--- config.mk ---
export PLATFORM = sky130hd
export DESIGN_NAME = machine_reset_seq
export DESIGN_NICKNAME = d
export VERILOG_FILES = /design/src/rtl/coco_tape_pkg.sv /design/src/rtl/machine_reset_seq.sv
export SDC_FILE = /design/constraint.sdc
export NUM_CORES = 1
export LEC_CHECK = 0
export BUFFER_PORTS_ARGS = -buffer_cell sky130_fd_sc_hd__buf_4
export CORE_AREA = 2 2 39 41
export CTS_CLUSTER_DIAMETER = 60
export CTS_CLUSTER_SIZE = 20
export DETAILED_ROUTE_END_ITERATION = 10
export DIE_AREA = 0 0 41 43
export GPL_TIMING_DRIVEN = 0
export PLACE_DENSITY = 0.57
export SLEW_MARGIN = 25
export SYNTH_ARGS = -nofsm -noshare
export SYNTH_HDL_FRONTEND = slang
export SYNTH_SLANG_ARGS = --single-unit
--- constraint.sdc ---
create_clock -name clk_sys -period 1.78 [get_ports clk_sys]
set_input_delay 0.089 -clock clk_sys [delete_from_list [all_inputs] [get_ports clk_sys]]
set_output_delay 0.089 -clock clk_sys [all_outputs]
set_load 0.01 [all_outputs]
--- src/rtl/coco_tape_pkg.sv ---
// Shared widths and machine codes for the cassette path
// Audio output word with its raw and field views

package coco_tape_pkg;

	// Data path widths
	localparam int ADC_W       = 12;
	localparam int TAPE_DATA_W = 8;
	localparam int SOUND_W     = 12;

	// Machine select codes
	localparam logic [1:0] MACH_COCO2    = 2'd0;
	localparam logic [1:0] MACH_DRAGON32 = 2'd1;
	localparam logic [1:0] MACH_DRAGON64 = 2'd2;

	// Field layout of the audio word, top bit first
	typedef struct packed {
		logic       sndout;
		logic [5:0] snd_hi;
		// Sound bit 5 with the tape bit mixed in
		logic       tape;
		logic [4:0] snd_lo;
		logic [2:0] pad;
	} tape_audio_fields_t;

	// One 16 bit audio word seen two ways
	typedef union packed {
		logic [15:0]        raw;
		tape_audio_fields_t f;
	} tape_audio_u;

endpackage

--- src/rtl/machine_reset_seq.sv ---
// Machine type decode
// Core reset stretch on a machine change and hard reset pulse

`timescale 1ns/1ps

module machine_reset_seq #(
	parameter int RESET_STRETCH = 15
) (
	input  logic       clk_sys,
	input  logic       i_reset,
	input  logic [1:0] i_machine,
	input  logic       i_hard_toggle,
	input  logic       i_disk_sel,
	output logic       o_core_reset,
	output logic       o_hard_reset,
	output logic       o_dragon,
	output logic       o_dragon64,
	output logic       o_disk_cart_en
);

	localparam int CNT_W = $clog2(RESET_STRETCH + 1);

	logic [1:0]       mach_prev_r;
	logic             toggle_prev_r;
	logic [CNT_W-1:0] stretch_cnt_r;
	logic             hard_pulse_r;
	logic             mach_event;
	logic             toggle_event;

	always_comb
	begin
		mach_event   = i_machine != mach_prev_r;
		toggle_event = i_hard_toggle != toggle_prev_r;
	end

	always_ff @(posedge clk_sys)
	begin
		if (i_reset)
		begin
			// Track the inputs so release does not look like a change
			mach_prev_r    <= i_machine;
			toggle_prev_r  <= i_hard_toggle;
			stretch_cnt_r  <= '0;
			hard_pulse_r   <= 1'b0;
			o_dragon       <= 1'b0;
			o_dragon64     <= 1'b0;
			o_disk_cart_en <= 1'b0;
		end
		else
		begin
			mach_prev_r   <= i_machine;
			toggle_prev_r <= i_hard_toggle;

			// Either event restarts the stretch
			if (mach_event || toggle_event)
				stretch_cnt_r <= CNT_W'(RESET_STRETCH);
			else if (stretch_cnt_r != '0)
				stretch_cnt_r <= stretch_cnt_r - 1'b1;

			// Hard reset only on the first stretched cycle
			hard_pulse_r <= toggle_event;

			o_dragon       <= i_machine != coco_tape_pkg::MACH_COCO2;
			o_dragon64     <= i_machine == coco_tape_pkg::MACH_DRAGON64;
			o_disk_cart_en <= i_disk_sel && (i_machine == coco_tape_pkg::MACH_COCO2);
		end
	end

	assign o_core_reset = i_reset || (stretch_cnt_r != '0);
	assign o_hard_reset = hard_pulse_r;

endmodule

==> results.toml <==
[pwr]
leakage_nw = 0.250
clkPwrFrac_pct = 31.6
power_density_mw_per_mm2 = 882
power.switching_mw = 0.115
p_comb_share_pct = 15.0
p_int_mw = 0.391
swShare_pct = 22.8
ir_drop_uv = 462
p_seq_share_pct = 53.4

[sta]
hold_violations = 0
skew_ns = 0.000632
min_period_ns = 1.60
fin_crit_sh_pct = 89.6
fmax_mhz = 627
finalHoldWorstSlack_ns = 0.105
tns_ns = 0
finalSetupViolations = 0
worst_pin_slew_ns = 0.379
rsz0062_at_grt = "no"
drv_slew = 0
relSlewSlack_pct = 74.7

[place]
io_buffers = 9
place_hpwl_um = 438
gp_congestion = 0.650
placed_cell_area_um2 = 518

[critical_path]
endpoint_kind = "primary output"
crit_type = "flip-flop to primary output"
reg2reg_from = "stretch_cnt_r[0]$_SDFFE_PP0P_"
worst_setup_path_start_kind = "flip-flop"
worstPathArrival_ns = 1.51
critPathMaxFanout = 4
cp-startpoint = "stretch_cnt_r[0]$_SDFFE_PP0P_"
critPathRequiredTime_ns = 1.69
crit_path_top_delay_cell = "dfxtp_1"
cp_slowest_stage_delay_ns = 0.31
reg2reg_slack_ns = 0.41
critical_path.cell_chain = "inv_1 > ha_1 > nor3b_4 > or2b_1 > buf_4"

[final_layout]
diodes = 0
fillers = 144
multi_input_area_um2 = 199
final_cell_mix = "dfxtp_1 (11), buf_4 (9), xor2_1 (4)"
finish.instance_area_um2 = 574
drive_gt1_share_pct = 29.6
layout_commonest_cell = "dfxtp_1"
ff_latch_area_um2 = 220
fin_nets = 63
post-route-util_pct = 41.5
area_delta_synth_final_pct = 33.4

[grt]
grt.overflow.total = 0
grt_pass1_wl_um = 986
antenna_found_initial = 0
grt.total_usage_pct = 8.60
grt_pass1_vias = 288
grt_max_degree = 10

[floorplan]
io-pin-count = 11
core_area_mm2 = 0.00138
die_h_um = 43
initial_core_util_pct = 31.1
die_x_um = 41
fp-row-count = 14
dieArea_mm2 = 0.00176

[clock_network]
post-cts-setup-buffers = 0
cts_root_buf = "clkbuf_4"
cts_hold_buf = 3
clock_sinks = 11
cts_made_buffers = 3
path_clk_slew_ns = 0.06
clock_latency_ns = 0.26
h-tree-depth = 1
post_cts_resized = 0
clockBufferDepth = 2
cts_tree = "built"

[synth]
synth_seq_area_share_pct = 51.2
syn_area_um2 = 430
synth.distinct_cells = 19
synth_top_area_share_pct = 51.2
yosys_warnings = 0
synth_area_leaders = "dfxtp_1 (51%), xor2_1 (8.1%), ha_1 (5.8%)"
avgSynthCellArea_um2 = 11.3
synth-seq-cells = 11
netlist.top_cell.by_area = "dfxtp_1"
syn_nets = 46
netlist_instances = 38

[detailed_routing]
drtIter0Drc = 0
detail-route-antenna-nets = 0
wl_um = 600
first_pass_iters = 1
vias_per_cell = 4.21
vias = 295
drc_errors = 0
wl_per_cell_um = 8.57

[worst_hold_path]
hp-class = "input pin to flip-flop"
hp-start = "i_disk_sel"

[status]
outcome = "finished, final reports clean"

[run]
drv_cap = 0
## path summary, 6_finish.rpt
path,to,cells after the start
worst max register to register,stretch_cnt_r[1]$_SDFFE_PP0P_,5
worst min-delay path,o_disk_cart_en$_SDFF_PP0_,2
worst max-delay path,o_core_reset,5
worst min register to register,o_hard_reset$_SDFF_PP0_,2
## worst max-delay path: cells and delay by family (launching register included)
kind | cells | cell delay [ns]
adder cells (fa/ha/maj) | 1 | 0.18
AND/OR/NAND/NOR | 2 | 0.51
buffers and inverters | 2 | 0.24
flip-flops | 1 | 0.31
## flip-flops by register name, indices dropped and copies added, names as in the netlist
register	cells
o_dragon64	1
toggle_prev_r	1
o_disk_cart_en	1
stretch_cnt_r	4
o_dragon	1
o_hard_reset	1
mach_prev_r	2
## synthesized netlist by cell type (all sizes together)
cell type  number
dfxtp          11
a21oi           4
xor2            4
nor2            3
ha              2
inv             2
nor3            2
nor3b           2
clkbuf          1
mux2            1
mux2i           1
nand2b          1
nor2b           1
nor4b           1
or2b            1
xnor2           1
## area by class of cell
type                       count  area share [%]
buffer                         1           0.654
clock buffer                   4            4.58
inverter                       2            1.31
multi-input combinational     24            34.6
sequential                    11            38.3
tap                           16            3.49
timing repair buffer          12            17.0
## stage by stage
stage | power, mW | std cells | worst slack, ns
detailed placement | 0.348 | 63 | 0.410
global route | 0.531 | 70 | 0.0859
finish | 0.507 | 70 | 0.184
global placement | 0.348 | 63 | 0.402
CTS | 0.520 | 70 | 0.148
floorplan | 0.324 | 38 | 0.500
## per-layer routing
| layer | part of all wire [%] | vias up | GRT usage, % | routed length, um |
|---|---|---|---|---|
| li1 | - | 158 | - | - |
| met1 | 39 | 129 | 8.91 | 233 |
| met2 | 55 | 6 | 12.5 | 331 |
| met3 | 4.7 | 2 | 1.57 | 28 |
| met4 | 1.3 | 0 | 10.0 | 8 |
| met5 | 0 | - | 0 | 0 |
## power by group through the flow
stage | registers, mW | clock network [mW] | logic, mW
finish | 0.270 | 0.160 | 0.0762
global route | 0.272 | 0.175 | 0.0843
CTS | 0.271 | 0.171 | 0.0778
detailed placement | 0.276 | 0 | 0.0720
global placement | 0.276 | 0 | 0.0716
floorplan | 0.278 | 0 | 0.0457
## kinds of logic after synthesis
family	Yosys count	share of synthesized area, %
AND/OR/NAND/NOR	11	18.9
flip-flops	11	51.2
XOR/XNOR	5	10.2
AO/OA/AOI/OAI	4	5.52
buffers and inverters	3	2.62
multiplexers	2	5.81
adder cells (fa/ha/maj)	2	5.81
Note: power is estimated with default switching activity, not from simulation.
