==> src/rtl/coco_tape_pkg.sv <==
// Shared widths and machine codes for the cassette path
// Audio output word with its raw and field views

package coco_tape_pkg;

	// Data path widths
	localparam int ADC_W       = 12;
	localparam int TAPE_DATA_W = 8;
	localparam int SOUND_W     = 12;

	// Machine select codes
	localparam logic [1:0] MACH_COCO2    = 2'd0;
	localparam logic [1:0] MACH_DRAGON32 = 2'd1;
	localparam logic [1:0] MACH_DRAGON64 = 2'd2;

	// Field layout of the audio word, top bit first
	typedef struct packed {
		logic       sndout;
		logic [5:0] snd_hi;
		// Sound bit 5 with the tape bit mixed in
		logic       tape;
		logic [4:0] snd_lo;
		logic [2:0] pad;
	} tape_audio_fields_t;

	// One 16 bit audio word seen two ways
	typedef union packed {
		logic [15:0]        raw;
		tape_audio_fields_t f;
	} tape_audio_u;

endpackage

==> src/rtl/tape_player.sv <==
// Cassette playback from the tape memory
// Byte fetch with one byte prefetch, MSB first serial output
// Motor relay and rewind control

`timescale 1ns/1ps

module tape_player #(
	parameter int TAPE_ADDR_W = 12,
	parameter int BIT_PERIOD  = 32
) (
	input  logic                                  clk_sys,
	input  logic                                  i_reset,
	input  logic                                  i_relay,
	input  logic                                  i_rewind,
	input  logic                                  i_rd_ready,
	input  logic [coco_tape_pkg::TAPE_DATA_W-1:0] i_rd_data,
	input  logic                                  i_rd_data_valid,
	output logic                                  o_rd_valid,
	output logic [TAPE_ADDR_W-1:0]                o_rd_addr,
	output logic                                  o_tape_bit
);

	localparam int DW    = coco_tape_pkg::TAPE_DATA_W;
	localparam int BIT_W = $clog2(DW);
	localparam int PER_W = $clog2(BIT_PERIOD + 1);

	// Fetch side
	logic [TAPE_ADDR_W-1:0] addr_r;
	logic [TAPE_ADDR_W-1:0] req_addr_r;
	logic                   rd_valid_r;
	logic                   rd_pending_r;
	// Read in flight across a rewind, its data is thrown away
	logic                   drop_r;
	logic [DW-1:0]          pref_buf_r;
	logic                   pref_full_r;

	// Serial side
	logic [DW-1:0]    shift_r;
	logic             active_r;
	logic [BIT_W-1:0] bit_idx_r;
	logic [PER_W-1:0] per_cnt_r;

	logic accept;
	logic issue;
	logic bit_end;
	logic byte_end;
	logic load_shift;

	always_comb
	begin
		accept     = rd_valid_r && i_rd_ready;
		// One read at a time and only into an empty prefetch slot
		issue      = i_relay && !i_rewind && !rd_valid_r && !rd_pending_r && !pref_full_r;
		bit_end    = active_r && (per_cnt_r == PER_W'(BIT_PERIOD - 1));
		byte_end   = bit_end && (bit_idx_r == BIT_W'(DW - 1));
		load_shift = i_relay && pref_full_r && (!active_r || byte_end);
	end

	//////////////////////////////////////////////////
	// Control
	//////////////////////////////////////////////////

	always_ff @(posedge clk_sys)
	begin
		if (i_reset)
		begin
			addr_r       <= '0;
			rd_valid_r   <= 1'b0;
			rd_pending_r <= 1'b0;
			drop_r       <= 1'b0;
			pref_full_r  <= 1'b0;
			shift_r      <= '0;
			active_r     <= 1'b0;
			bit_idx_r    <= '0;
			per_cnt_r    <= '0;
		end
		else
		begin
			// Request held until the arbiter takes it
			if (issue)
				rd_valid_r <= 1'b1;
			else if (accept)
				rd_valid_r <= 1'b0;

			if (accept)
				rd_pending_r <= 1'b1;
			else if (i_rd_data_valid)
				rd_pending_r <= 1'b0;

			// Address wraps at the end of memory
			if (issue)
				addr_r <= addr_r + 1'b1;

			if (i_rewind)
			begin
				addr_r      <= '0;
				drop_r      <= rd_valid_r || (rd_pending_r && !i_rd_data_valid);
				pref_full_r <= 1'b0;
				shift_r     <= '0;
				active_r    <= 1'b0;
				bit_idx_r   <= '0;
				per_cnt_r   <= '0;
			end
			else
			begin
				if (i_rd_data_valid)
				begin
					if (drop_r)
						drop_r <= 1'b0;
					else
						pref_full_r <= 1'b1;
				end

				// Next byte moves in as the last bit ends
				if (load_shift)
				begin
					shift_r     <= pref_buf_r;
					pref_full_r <= 1'b0;
					active_r    <= 1'b1;
					bit_idx_r   <= '0;
					per_cnt_r   <= '0;
				end
				else if (i_relay && active_r)
				begin
					if (bit_end)
					begin
						per_cnt_r <= '0;
						// No byte ready, hold the current level
						if (byte_end)
							active_r <= 1'b0;
						else
						begin
							shift_r   <= shift_r << 1;
							bit_idx_r <= bit_idx_r + 1'b1;
						end
					end
					else
						per_cnt_r <= per_cnt_r + 1'b1;
				end
			end
		end
	end

	//////////////////////////////////////////////////
	// Payload
	//////////////////////////////////////////////////

	always_ff @(posedge clk_sys)
	begin
		if (i_rd_data_valid)
			pref_buf_r <= i_rd_data;
		if (issue)
			req_addr_r <= addr_r;
	end

	assign o_rd_valid = rd_valid_r;
	assign o_rd_addr  = req_addr_r;
	assign o_tape_bit = shift_r[DW-1];

endmodule

==> config.mk <==
export PLATFORM = sky130hd
export DESIGN_NAME = tape_player
export DESIGN_NICKNAME = d
export VERILOG_FILES = /design/src/rtl/coco_tape_pkg.sv /design/src/rtl/tape_player.sv
export SDC_FILE = /design/constraint.sdc
export NUM_CORES = 1
export LEC_CHECK = 0
export BUFFER_PORTS_ARGS = -buffer_cell sky130_fd_sc_hd__buf_2
export CORE_MARGIN = 8
export CORE_UTILIZATION = 30
export DETAILED_ROUTE_END_ITERATION = 10
export PLACE_DENSITY_LB_ADDON = 0.15
export SLEW_MARGIN = 25
export SYNTH_ARGS = -nofsm -noshare
export SYNTH_HDL_FRONTEND = slang
export SYNTH_SLANG_ARGS = --single-unit
==> constraint.sdc <==
create_clock -name clk_sys -period 2.2 [get_ports clk_sys]
set_clock_uncertainty 0.15 [all_clocks]
set_input_delay 0.55 -clock clk_sys [delete_from_list [all_inputs] [get_ports clk_sys]]
set_output_delay 0.55 -clock clk_sys [all_outputs]
set_load 0.02 [all_outputs]
==> summary.txt <==
Critical path
  – Worst EP required: between 2 and 2.5 ns
  – CP Capture Type: flop
  – Critical Path Source Type: flop
  – Crit path DAT: 1.97 ns
  – Crit Path Class: reg2reg
  – CP startpoint: per_cnt_r[0]
  – Reg-to-reg startpoint: per_cnt_r[0]
  – Max FO, Critical Path: 7

Timing
  – Final setup violating endpoints: 0
  – Sum Neg Setup Slack: 0 ns
  – Hold Vio Cnt, Final: 0
  – Fmax: a little over 0.5 GHz
  – Max-slew violations: 0
  – Rel. slew slack: 71.7%
  – Worst-margin pin slew: 0.420 ns
  – Final Critical Period: around 2.0 ns
  – Final worst slack: roughly 0.25 ns
  – Unrepaired setup endpoints after global routing: false
  – Fin crit share: between 80% and 90%

CTS
  – Clock transition at path regs: around 0.1 ns
  – Post-CTS Hold Buffers: 0
  – Clock Latency Late Sink: 0.30 ns
  – TritonCTS buffer count: 5
  – Number of clock sinks: 54
  – H-tree levels: 2
  – CTS tree: done
  – Post-CTS setup buffers: 0
  – Clock root buffer: clkbuf_8
  – Clk buf depth: 2
  – Post-CTS resize count: 0

Synth
  – Synthesis warning total: 0
  – Post-synth EDFFs: 20
  – Synth Cell Area: 0.00218 sq mm
  – Syn_area_per_cell: 10.8 sq um
  – Ys flop type: dfxtp_1
  – Mapped Nets: around 220
  – Yosys reg bits: 54
  – Async S/R FF share, synth: 0%
  – Post-synthesis sequential area ratio: 58.8%
  – Unique masters post-synth: 36
  – Post-Synthesis Cells: 201

Power
  – Static Leakage: 0.000875 uW
  – Pwr per Cell Area: 663 mW/mm^2
  – Tot Pwr: 1720 uW
  – VDD IR-drop max: 0.277 mV

Global routing
  – Vias in the first global route: between 1,000 and 1,500
  – Pin count of the biggest net entering global routing: 23
  – Initial antenna violation count: 0
  – First-pass GRT wire length: 6590 um
  – All-layer global routing usage: between 8 and 9%
  – Grt total ovfl: 0

Die
  – Die Area: just over 0.01 sq mm
  – Ports: 28
  – Initial core utilization: 30.5%
  – # rows: 31
  – Die Y: a little over 100 um
  – Die Wd: a little over 100 um
  – Area of the core: 0.00714 sq mm

Final layout
  – Final net count: 256
  – # diodes: 0
  – Commonest non-fill, non-tap cell in the layout: dfxtp_1
  – Fillers: 750
  – Area Growth Syn to Fin: 19.2%
  – Layout cells sized above 1: 22.6%
  – Post-layout instance area: around 0.0026 sq mm
  – Finished Core Util: ~36%
  – Most frequent cells in the layout: dfxtp_1 (34), buf_2 (27), a21oi_1 (21), nor2_1 (20), edfxtp_1 (20)

Detailed routing
  – Detail Route Antenna Nets: 0
  – Vias per Instance: 4.51
  – Drt pass-1 iters: 4
  – Starting DRT DRC Count: 69
  – Routed wire length: 4040 um
  – DR vias: 1,523
  – DRC errors left: 0
  – WL/cell: approximately 12 um

Min path
  – HP Class: in2reg
  – Min-delay src: i_rd_data[7]

Placement
  – Cell area after placement: 0.00251 sq mm
  – Dpl ws: 0.00651 ns
  – Buffers on Ports: 27
  – Placed wire-length estimate: roughly 2800 um
  – RD Place Congestion: approximately 0.77

Outcome
  – Status: complete, no violations

Run
  – Max cap viols: 0
-- flip-flops by register name, indices dropped and copies added, names as in the netlist, 3 cells and up --
name,cells
addr_r,12
o_rd_addr,12
pref_buf_r,8
shift_r,8
per_cnt_r,6
bit_idx_r,3
-- power by group --
part / switching [uW] / internal, uW
logic: 64.5 / 45.0
clock network: 314 / 225
registers: 11.9 / 1060
total: 390 / 1330
-- Yosys cell counts, drive strengths merged (2+ instances only) --
cell type | number | share of area, %
nand4 | 5 | 1.4
xnor2 | 10 | 4.0
ha | 4 | 2.3
nor2 | 21 | 3.6
a21oi | 21 | 4.8
clkbuf | 6 | 1.0
o21ai | 6 | 1.4
nand2b | 3 | 0.86
nor3 | 2 | 0.46
mux2i | 9 | 4.1
nor4 | 3 | 0.86
nand3 | 7 | 1.6
xor2 | 2 | 0.80
or3 | 7 | 2.2
or2 | 2 | 0.57
dfxtp | 34 | 31
a211oi | 7 | 2.4
inv | 3 | 0.52
buf | 3 | 0.80
nand2 | 13 | 2.2
edfxtp | 20 | 28
-- metal layers --
layer | wire length [um] | track usage, % | vias up
li1 | - | - | 798
met1 | 1820 | 9.02 | 689
met2 | 1940 | 13.6 | 29
met3 | 210 | 2.96 | 7
met4 | 57 | 3.32 | 0
met5 | 0 | 0 | -
-- critical path, cell delays in order (launching register included) --
cell	delay, ns
dfxtp_1	0.38
ha_1	0.21
nand3_1	0.20
o31ai_1	0.34
and2_0	0.41
a211oi_1	0.14
-- cell type report --
cell class	instances	area, sq um	share of cell area [%]
multi-input combinational	135	858	33.0
clock inverter	2	13.8	0.530
sequential	54	1280	49.3
timing repair buffer	39	238	9.15
clock buffer	6	72.6	2.79
inverter	3	11.3	0.433
tap	99	124	4.77
-- stage by stage --
step	std cells	hold slack [ns]
final	338	0.265
after global routing	338	0.242
after floorplan	201	0.267
after detailed placement	330	0.280
after CTS	338	0.254
after global placement	330	0.285
-- worst paths after layout --
path              endpoint  slack, ns  cells after the start
max             shift_r[2]       0.25                      5
max reg2reg     shift_r[2]       0.25                      5
min reg2reg         drop_r       0.30                      2
min          pref_buf_r[7]       0.27                      1
-- cell families (layout without fill, tap and decap cells) --
group / after synthesis / after routing / synth area share [%]
and+or+nand+nor: 70 / 70 / 16.5
DFF: 54 / 54 / 58.8
AOI/OAI and AO/OA: 40 / 40 / 11.1
xor gates and xnor gates: 12 / 12 / 4.82
buffers and inverters: 12 / 50 / 2.35
muxes: 9 / 9 / 4.13
adders and majority gates: 4 / 4 / 2.30
Note: power is estimated with default switching activity, not from simulation.
